===== config.mk =====
export PLATFORM = sky130hd
export DESIGN_NAME = spike_source_top
export DESIGN_NICKNAME = d
export VERILOG_FILES = /design/src/spike_pkg.sv /design/src/gen_state_ram.sv /design/src/spike_gen_bank.sv /design/src/spike_merge.sv /design/src/spike_source_top.sv
export SDC_FILE = /design/constraint.sdc
export NUM_CORES = 1
export LEC_CHECK = 0
export BUFFER_PORTS_ARGS = -buffer_cell sky130_fd_sc_hd__buf_2
export CAP_MARGIN = 20
export CELL_PAD_IN_SITES_DETAIL_PLACEMENT = 2
export CELL_PAD_IN_SITES_GLOBAL_PLACEMENT = 2
export CORE_UTILIZATION = 28
export CTS_CLUSTER_DIAMETER = 60
export CTS_CLUSTER_SIZE = 25
export DETAILED_ROUTE_END_ITERATION = 7
export PLACE_DENSITY_LB_ADDON = 0.1
export SYNTH_ARGS = -nofsm -noshare
export SYNTH_HDL_FRONTEND = slang
export SYNTH_HIERARCHICAL = 1
export SYNTH_SLANG_ARGS = --single-unit

===== constraint.sdc =====
create_clock -name clk -period 4.61 [get_ports clk]
set_input_delay 0.922 -clock clk [delete_from_list [all_inputs] [get_ports clk]]
set_output_delay 0.922 -clock clk [all_outputs]
set_load 0.01 [all_outputs]

===== src/spike_pkg.sv =====
`default_nettype none

package spike_pkg;

  //////////////////////////////////////////////////////////////////////
  // widths

  // generators per bank at most, also the width of the enable mask
  localparam int max_gens = 16;
  // generator index within a bank
  localparam int gen_idx_w = 4;
  // tick and period counters share one width
  localparam int period_w = 8;
  // tag carried by every spike event
  localparam int tag_w = 10;
  // ram word is {tick, period, tag}
  localparam int state_w = 2 * period_w + tag_w;

  //////////////////////////////////////////////////////////////////////
  // program word

  // msb of the word picks the decoding
  localparam logic prog_kind_cfg = 1'b0;
  localparam logic prog_kind_ctrl = 1'b1;

  // loads one generator's ram word
  typedef struct packed {
    logic kind;
    logic bank;
    logic [gen_idx_w-1:0] gen_idx;
    logic [period_w-1:0] ticks;
    logic [period_w-1:0] period;
    logic [tag_w-1:0] tag;
  } prog_cfg_t;

  // sets the scan length and the enable mask of one bank
  typedef struct packed {
    logic kind;
    logic bank;
    logic [gen_idx_w:0] gens_used;
    logic [8:0] pad;
    logic [max_gens-1:0] gens_en;
  } prog_ctrl_t;

  // kind and bank sit at bits 31 and 30 in both views
  typedef union packed {
    prog_cfg_t cfg;
    prog_ctrl_t ctrl;
  } prog_word_t;

endpackage

`default_nettype wire


===== src/gen_state_ram.sv =====
`default_nettype none

// one state word per generator, one write port and one read port
// read data shows up two cycles after rd_en
module gen_state_ram #(
  parameter int num_gens = 16
) (
  input  logic                          clk,
  input  logic                          wr_en,
  input  logic [spike_pkg::gen_idx_w-1:0] wr_addr,
  input  logic [spike_pkg::state_w-1:0]   wr_data,
  input  logic                          rd_en,
  input  logic [spike_pkg::gen_idx_w-1:0] rd_addr,
  output logic [spike_pkg::state_w-1:0]   rd_data
);

  // depth follows the bank size
  logic [spike_pkg::state_w-1:0] mem [num_gens];
  // first stage, registered array read
  logic [spike_pkg::state_w-1:0] rd_q;

  // write port
  always_ff @(posedge clk) begin
    if (wr_en) begin
      mem[wr_addr] <= wr_data;
    end
  end

  // read port, array read then output register
  always_ff @(posedge clk) begin
    if (rd_en) begin
      rd_q <= mem[rd_addr];
    end
    rd_data <= rd_q;
  end

endmodule

`default_nettype wire


===== src/spike_gen_bank.sv =====
`default_nettype none

// one bank of uniform spike generators
// a unit pulse walks every index below gens_used, three cycles per
// enabled generator since read and write back are not overlapped
module spike_gen_bank #(
  parameter int num_gens = 16
) (
  input  logic                        clk,
  input  logic                        reset,
  input  logic                        unit_pulse,
  input  logic                        prog_valid,
  input  spike_pkg::prog_word_t       prog_word,
  output logic                        gen_spike_valid,
  output logic [spike_pkg::tag_w-1:0] gen_spike_tag,
  output logic                        overrun
);

  localparam int used_w = spike_pkg::gen_idx_w + 1;
  // gens_used from a control word is clamped to this
  localparam logic [used_w-1:0] used_max = used_w'(num_gens);

  // scan states
  localparam logic [1:0] st_idle = 2'd0;
  localparam logic [1:0] st_read = 2'd1;
  localparam logic [1:0] st_wait = 2'd2;
  localparam logic [1:0] st_wb = 2'd3;

  logic [1:0] state;
  logic [1:0] next_state;
  logic [spike_pkg::gen_idx_w-1:0] gen_idx;
  logic [spike_pkg::gen_idx_w-1:0] next_idx;
  // one adder shared by the read and writeback states
  logic [used_w-1:0] idx_p1;
  logic last_idx;

  // bank control registers
  logic [used_w-1:0] gens_used;
  logic [spike_pkg::max_gens-1:0] gens_en;

  // word held back while a scan runs
  logic pend_valid;
  spike_pkg::prog_word_t pend_word;
  // word applied this cycle, pending one first
  spike_pkg::prog_word_t cur_word;
  logic cur_valid;
  logic cfg_wr;
  logic ctrl_ld;

  // ram side
  logic wr_en;
  logic [spike_pkg::gen_idx_w-1:0] wr_addr;
  logic [spike_pkg::state_w-1:0] wr_data;
  logic rd_en;
  logic [spike_pkg::state_w-1:0] rd_data;

  // unpacked ram word
  logic [spike_pkg::period_w-1:0] rd_tick;
  logic [spike_pkg::period_w-1:0] rd_period;
  logic [spike_pkg::tag_w-1:0] rd_tag;
  logic [spike_pkg::period_w-1:0] wr_tick;
  logic fire;

  gen_state_ram #(
    .num_gens(num_gens)
  ) state_ram (
    .clk(clk),
    .wr_en(wr_en),
    .wr_addr(wr_addr),
    .wr_data(wr_data),
    .rd_en(rd_en),
    .rd_addr(gen_idx),
    .rd_data(rd_data)
  );

  //////////////////////////////////////////////////////////////////////
  // scan fsm

  assign idx_p1 = {1'b0, gen_idx} + 1'b1;
  assign last_idx = (idx_p1 >= gens_used);

  always_ff @(posedge clk or posedge reset) begin
    if (reset) begin
      state <= st_idle;
      gen_idx <= '0;
    end else begin
      state <= next_state;
      gen_idx <= next_idx;
    end
  end

  always_comb begin
    next_state = state;
    next_idx = gen_idx;
    rd_en = 1'b0;
    case (state)
      st_idle: begin
        next_idx = '0;
        // empty bank, nothing to walk
        if (unit_pulse && gens_used != '0) begin
          next_state = st_read;
        end
      end
      st_read: begin
        if (gens_en[gen_idx]) begin
          rd_en = 1'b1;
          next_state = st_wait;
        end else if (last_idx) begin
          // disabled index costs one cycle
          next_state = st_idle;
        end else begin
          next_idx = idx_p1[spike_pkg::gen_idx_w-1:0];
        end
      end
      st_wait: begin
        // data moves into the ram output register
        next_state = st_wb;
      end
      default: begin
        if (last_idx) begin
          next_state = st_idle;
        end else begin
          next_state = st_read;
          next_idx = idx_p1[spike_pkg::gen_idx_w-1:0];
        end
      end
    endcase
  end

  //////////////////////////////////////////////////////////////////////
  // program words

  assign cur_valid = (state == st_idle) && (pend_valid || prog_valid);
  assign cur_word = pend_valid ? pend_word : prog_word;
  // drop config words aimed past the ram depth
  assign cfg_wr = cur_valid && cur_word.cfg.kind == spike_pkg::prog_kind_cfg &&
                  {1'b0, cur_word.cfg.gen_idx} < used_max;
  assign ctrl_ld = cur_valid && cur_word.ctrl.kind == spike_pkg::prog_kind_ctrl;

  // pending flag, a newer word during a scan replaces the older one
  always_ff @(posedge clk or posedge reset) begin
    if (reset) begin
      pend_valid <= 1'b0;
    end else if (state != st_idle) begin
      if (prog_valid) begin
        pend_valid <= 1'b1;
      end
    end else if (pend_valid) begin
      // pending word goes out now, a fresh one waits its turn
      pend_valid <= prog_valid;
    end
  end

  always_ff @(posedge clk) begin
    if (prog_valid && (state != st_idle || pend_valid)) begin
      pend_word <= prog_word;
    end
  end

  always_ff @(posedge clk or posedge reset) begin
    if (reset) begin
      gens_used <= '0;
      gens_en <= '0;
    end else if (ctrl_ld) begin
      gens_used <= (cur_word.ctrl.gens_used > used_max) ? used_max : cur_word.ctrl.gens_used;
      gens_en <= cur_word.ctrl.gens_en;
    end
  end

  // sticky, pulse arrived before the previous scan finished
  always_ff @(posedge clk or posedge reset) begin
    if (reset) begin
      overrun <= 1'b0;
    end else if (unit_pulse && state != st_idle) begin
      overrun <= 1'b1;
    end
  end

  //////////////////////////////////////////////////////////////////////
  // writeback datapath

  assign {rd_tick, rd_period, rd_tag} = rd_data;

  // tick counts up to the period, then wraps to 1 and fires
  assign fire = (rd_tick >= rd_period);
  assign wr_tick = fire ? spike_pkg::period_w'(1) : rd_tick + 1'b1;

  // ram writes come from writeback or from a config word in idle
  assign wr_en = cfg_wr || (state == st_wb);
  assign wr_addr = (state == st_wb) ? gen_idx : cur_word.cfg.gen_idx;
  assign wr_data = (state == st_wb) ? {wr_tick, rd_period, rd_tag} :
                   {cur_word.cfg.ticks, cur_word.cfg.period, cur_word.cfg.tag};

  // spike strobe in the writeback cycle
  assign gen_spike_valid = (state == st_wb) && fire;
  assign gen_spike_tag = rd_tag;

endmodule

`default_nettype wire


===== src/spike_merge.sv =====
`default_nettype none

// folds the spike strobes of two banks into one stream
// bank a goes ahead of bank b on a tie
module spike_merge (
  input  logic                        clk,
  input  logic                        reset,
  input  logic                        a_valid,
  input  logic [spike_pkg::tag_w-1:0] a_tag,
  input  logic                        b_valid,
  input  logic [spike_pkg::tag_w-1:0] b_tag,
  output logic                        spike_valid,
  output logic                        spike_bank,
  output logic [spike_pkg::tag_w-1:0] spike_tag
);

  // entry is {bank, tag}
  localparam int entry_w = spike_pkg::tag_w + 1;

  // two-entry queue, q[0] is the head
  logic [entry_w-1:0] q [2];
  logic [1:0] count;

  // queued entries then this cycle's arrivals, in output order
  logic [entry_w-1:0] cand [4];
  logic [2:0] n_cand;

  //////////////////////////////////////////////////////////////////////
  // candidate list

  always_comb begin
    cand[0] = q[0];
    cand[1] = q[1];
    cand[2] = '0;
    cand[3] = '0;
    n_cand = {1'b0, count};
    if (a_valid) begin
      cand[n_cand[1:0]] = {1'b0, a_tag};
      n_cand = n_cand + 1'b1;
    end
    if (b_valid) begin
      cand[n_cand[1:0]] = {1'b1, b_tag};
      n_cand = n_cand + 1'b1;
    end
  end

  //////////////////////////////////////////////////////////////////////
  // pop one per cycle, the rest stays queued

  always_ff @(posedge clk or posedge reset) begin
    if (reset) begin
      count <= '0;
      spike_valid <= 1'b0;
    end else begin
      spike_valid <= (n_cand != '0);
      if (n_cand == '0) begin
        count <= '0;
      end else if (n_cand > 3'd3) begin
        // more than fits, last entry is lost
        count <= 2'd2;
      end else begin
        count <= 2'(n_cand - 3'd1);
      end
    end
  end

  // head goes to the output registers, queue shifts up
  always_ff @(posedge clk) begin
    {spike_bank, spike_tag} <= cand[0];
    q[0] <= cand[1];
    q[1] <= cand[2];
  end

endmodule

`default_nettype wire


===== src/spike_source_top.sv =====
`default_nettype none

// two banks of spike generators sharing one output stream
module spike_source_top #(
  parameter int num_gens = 16
) (
  input  logic                        clk,
  input  logic                        reset,
  input  logic                        unit_pulse,
  input  logic                        prog_valid,
  input  logic [31:0]                 prog_word,
  output logic                        spike_valid,
  output logic                        spike_bank,
  output logic [spike_pkg::tag_w-1:0] spike_tag,
  output logic [1:0]                  overrun
);

  spike_pkg::prog_word_t word;
  // per-bank program strobes
  logic prog_valid_0;
  logic prog_valid_1;

  logic spike_valid_0;
  logic spike_valid_1;
  logic [spike_pkg::tag_w-1:0] spike_tag_0;
  logic [spike_pkg::tag_w-1:0] spike_tag_1;

  assign word = spike_pkg::prog_word_t'(prog_word);

  // bank bit lives in the same place in both decodings
  assign prog_valid_0 = prog_valid && !word.cfg.bank;
  assign prog_valid_1 = prog_valid && word.cfg.bank;

  spike_gen_bank #(
    .num_gens(num_gens)
  ) bank0 (
    .clk(clk),
    .reset(reset),
    .unit_pulse(unit_pulse),
    .prog_valid(prog_valid_0),
    .prog_word(word),
    .gen_spike_valid(spike_valid_0),
    .gen_spike_tag(spike_tag_0),
    .overrun(overrun[0])
  );

  spike_gen_bank #(
    .num_gens(num_gens)
  ) bank1 (
    .clk(clk),
    .reset(reset),
    .unit_pulse(unit_pulse),
    .prog_valid(prog_valid_1),
    .prog_word(word),
    .gen_spike_valid(spike_valid_1),
    .gen_spike_tag(spike_tag_1),
    .overrun(overrun[1])
  );

  // bank0 on the priority side
  spike_merge merge (
    .clk(clk),
    .reset(reset),
    .a_valid(spike_valid_0),
    .a_tag(spike_tag_0),
    .b_valid(spike_valid_1),
    .b_tag(spike_tag_1),
    .spike_valid(spike_valid),
    .spike_bank(spike_bank),
    .spike_tag(spike_tag)
  );

endmodule

`default_nettype wire


==> impl_metrics.toml <==
[status]
status = "complete, no violations"

[drt]
final_antenna_net_count = 0
route.detailed.drc = 0
wl_mm = 120
via_count = 21200
first_iter_violations = 1392
routedWlPerCell_um = 26.5
drt_first_pass_iters = 4
vias_per_cell = 4.70

[setup_path]
cp-startpoint = "bank0/state_ram/rd_data[18]"
critical_path.max_fanout = 11
kind_of_cell_adding_the_most_delay_to_the_critical_path = "simple AND/OR/NAND/NOR gates"
critical_path.max_stage_delay_ns = 0.58
r2r-start = "bank0/state_ram/rd_data[18]"
crit_chain = "inv_1, ha_1, nand2b_1, a21o_1, a211oi_1, o31ai_1, buf_4, and2_1, mux2_2, inv_1, ha_1, nand2_1, o21ai_0, ha_1, nor2_1, o2111ai_1, o2111ai_1"
path_class = "reg2reg"
cp.required_ns = 5.24
crit_path_start_kind = "flop"
cpMaxStageDelayCell = "sky130_fd_sc_hd__and2_1"
worst_setup_path_end_kind = "flop"
critical_path_buf_inv_count = 3
worst_path_most_repeated_cell = "sky130_fd_sc_hd__ha_1"
critPathArrivalTime_ns = 4.45

[place]
dp_worst_setup_slack_ns = 0.789
portbufs = 49
place.detailed.hpwl_mm = 77.3
place_congestion = 0.729

[synthesis]
synth_cell_type_count = 60
synth_nets = 2316
yosysMostFrequentCell = "sky130_fd_sc_hd__edfxtp_1"
synth.top_cells.by_count = "sky130_fd_sc_hd__edfxtp_1, sky130_fd_sc_hd__mux4_2, sky130_fd_sc_hd__nor2_1"
ys.flop_type = "sky130_fd_sc_hd__edfxtp_1"
synthTopCellsByArea = "sky130_fd_sc_hd__edfxtp_1, sky130_fd_sc_hd__mux4_2, sky130_fd_sc_hd__mux4_1, sky130_fd_sc_hd__dfxtp_1, sky130_fd_sc_hd__dfrtp_1"
ys.warnings.count = 6
synth_top_cell_area_share_pct = 66.3
avgSynthCellArea_um2 = 19.1
yosysTopAreaCell = "sky130_fd_sc_hd__edfxtp_1"
number_of_synthesized_flops_with_an_enable_pin = 946
synthArstFlopShare_pct = 5.59
yosys_register_bits = 1092
synth.yosys.seq_area_share_pct = 73.9
syn_std_cell_area_mm2 = 0.0428
synth_cells = 2242

[clock_tree]
cts.htree.levels = 3
clk_transition_reported_paths_ns = 0.07
post_cts_resize_count = 0
tritoncts = "yes"
clock_sinks = 1092
hold_fix_buffers_cts = 0
cts-buffers-inserted = 115
post-cts-setup-buffer-count = 0
clock_path_buffers = 3
clk-insertion-delay-late_ns = 0.74
clock_tree.root_cell = "sky130_fd_sc_hd__clkbuf_16"

[floorplan]
die_width_um = 393
top_level_pins = 50
floorplan.die.height_um = 393
core_area_mm2 = 0.152
floorplan.die_area_mm2 = 0.155
num_rows = 143
start_util_pct = 28.2

[final_layout]
finish.utilization_pct = 33.1
layout-drive-gt1-share_pct = 24.7
fill_cell_count = 14900
fin_nets = 2453
area_delta_synth_final_pct = 17.4

[grt]
first_global_vias = 23600
grt_pass1_wl_mm = 174
antenna_violations_before_repair = 11
grt_use_total_pct = 15.7
pin_count_of_the_biggest_net_entering_global_routing = 92
grt.overflow.total = 0

[sta]
timing.hold.ws_ns = 0.109
slew-limit-headroom_pct = 25.3
fin_worst_skew_ns = 0.0304
worstMarginPinSlew_ns = 1.12
layout_worst_path_cycle_share_pct = 82.9
rsz0062_at_grt = "no"
tns_ns = 0
max_freq_ghz = 0.262
final-max-slew-violation-count = 0
post-route-min-period_ns = 3.82
finalWorstSetupSlack_ns = 0.788
finish_stage_setup_viols = 0
final_count_of_hold_timing_violations = 0

[worst_hold_path]
min_delay_worst_type = "in2async"

[power]
worst_ir_drop_vdd_mv = 0.365
power_per_cell_area_mw_per_mm2 = 716
leakage_nw = 16.8

[run]
drv_cap = 0
-- worst paths after layout --
path | end | slack, ns | depth (start not counted)
max reg2reg | merge/count[1] | 0.79 | 17
max | merge/count[1] | 0.79 | 17
min | bank0/pend_valid | 0.11 | 2
max in group asynchronous | bank1/gen_idx[1] | 3.85 | 3
min in group clk | bank1/state_ram/rd_data[25] | 0.33 | 0
min reg2reg | bank1/state_ram/rd_data[25] | 0.33 | 0
-- report_power, final --
part / leakage, nW / internal (mW) / switching [mW]
clock network: 1.99 / 5.33 / 4.62
registers: 9.97 / 14.1 / 1.09
logic: 4.80 / 3.83 / 7.03
total: 16.8 / 23.3 / 12.7
-- worst register-to-register path, cell delays in order (launching register included) --
cell	delay (ns)
sky130_fd_sc_hd__dfxtp_1	0.38
sky130_fd_sc_hd__inv_1	0.09
sky130_fd_sc_hd__ha_1	0.27
sky130_fd_sc_hd__nand2b_1	0.11
sky130_fd_sc_hd__a21o_1	0.13
sky130_fd_sc_hd__a211oi_1	0.07
sky130_fd_sc_hd__o31ai_1	0.31
sky130_fd_sc_hd__buf_4	0.23
sky130_fd_sc_hd__and2_1	0.58
sky130_fd_sc_hd__mux2_2	0.46
sky130_fd_sc_hd__inv_1	0.06
sky130_fd_sc_hd__ha_1	0.22
sky130_fd_sc_hd__nand2_1	0.08
sky130_fd_sc_hd__o21ai_0	0.13
sky130_fd_sc_hd__ha_1	0.30
sky130_fd_sc_hd__nor2_1	0.11
sky130_fd_sc_hd__o2111ai_1	0.10
sky130_fd_sc_hd__o2111ai_1	0.10
-- per-layer routing --
layer	vias up	wire length, um	track usage, %
met5	-	71	0
met4	12	2540	4.43
met3	156	3920	2.35
met2	297	57600	25.4
met1	11400	55800	21.7
li1	9363	-	-
-- area by class of cell --
| class | instances | area [um^2] | share of cell area [%] |
|---|---|---|---|
| diodes | 5 | 12.5 | 0.0249 |
| clock inverters | 98 | 1190 | 2.37 |
| inverters | 43 | 161 | 0.321 |
| repair buffers | 136 | 1070 | 2.14 |
| well taps | 2030 | 2540 | 5.05 |
| clock buffers | 122 | 2930 | 5.82 |
| flip-flops and latches | 1092 | 31700 | 63.0 |
| multi-input cells | 991 | 10700 | 21.3 |
-- through the flow --
stage	area (um^2)	total power, mW	cells
floorplan	42800	21.7	2242
global placement	46100	26.4	4290
detailed placement	46100	26.7	4290
CTS	50200	36.8	4510
global route	50300	37.8	4514
finish	50300	36.0	4517
-- placed cells by master, fill, tap and decap left out, types with 16 or more instances in the layout --
cell	netlist	layout
sky130_fd_sc_hd__a21oi_1	82	62
sky130_fd_sc_hd__a21oi_2	0	19
sky130_fd_sc_hd__a22oi_1	108	108
sky130_fd_sc_hd__buf_2	29	49
sky130_fd_sc_hd__buf_4	1	73
sky130_fd_sc_hd__clkbuf_16	0	116
sky130_fd_sc_hd__clkinv_4	0	16
sky130_fd_sc_hd__dfrtp_1	61	55
sky130_fd_sc_hd__dfxtp_1	85	85
sky130_fd_sc_hd__edfxtp_1	946	946
sky130_fd_sc_hd__ha_1	38	38
sky130_fd_sc_hd__inv_1	43	43
sky130_fd_sc_hd__inv_6	0	19
sky130_fd_sc_hd__mux2_4	22	22
sky130_fd_sc_hd__mux2i_1	80	80
sky130_fd_sc_hd__mux4_1	72	72
sky130_fd_sc_hd__mux4_2	136	136
sky130_fd_sc_hd__nand2_1	112	110
sky130_fd_sc_hd__nor2_1	114	88
sky130_fd_sc_hd__nor2_4	0	26
sky130_fd_sc_hd__o21ai_0	26	24
-- flip-flops by register name, summed over array words and instances, names as in the netlist, 22 cells and up --
name / flops
bank0/pend_word: 31
bank0/state_ram/mem: 416
bank1/state_ram/mem: 416
bank0/state_ram/rd_q: 26
bank0/state_ram/rd_data: 26
bank1/state_ram/rd_data: 26
bank1/state_ram/rd_q: 26
bank1/pend_word: 31
merge/q: 22
-- cell families after synthesis --
| kind of cell | synth area share (%) |
|---|---|
| multiplexers | 14.6 |
| flip-flops | 73.9 |
| adder cells (fa/ha/maj) | 1.16 |
| AND/OR/NAND/NOR | 3.47 |
| buffers and inverters | 2.12 |
| XOR/XNOR | 0.412 |
| AO/OA/AOI/OAI | 4.41 |
(Power assumes the default switching activity.)
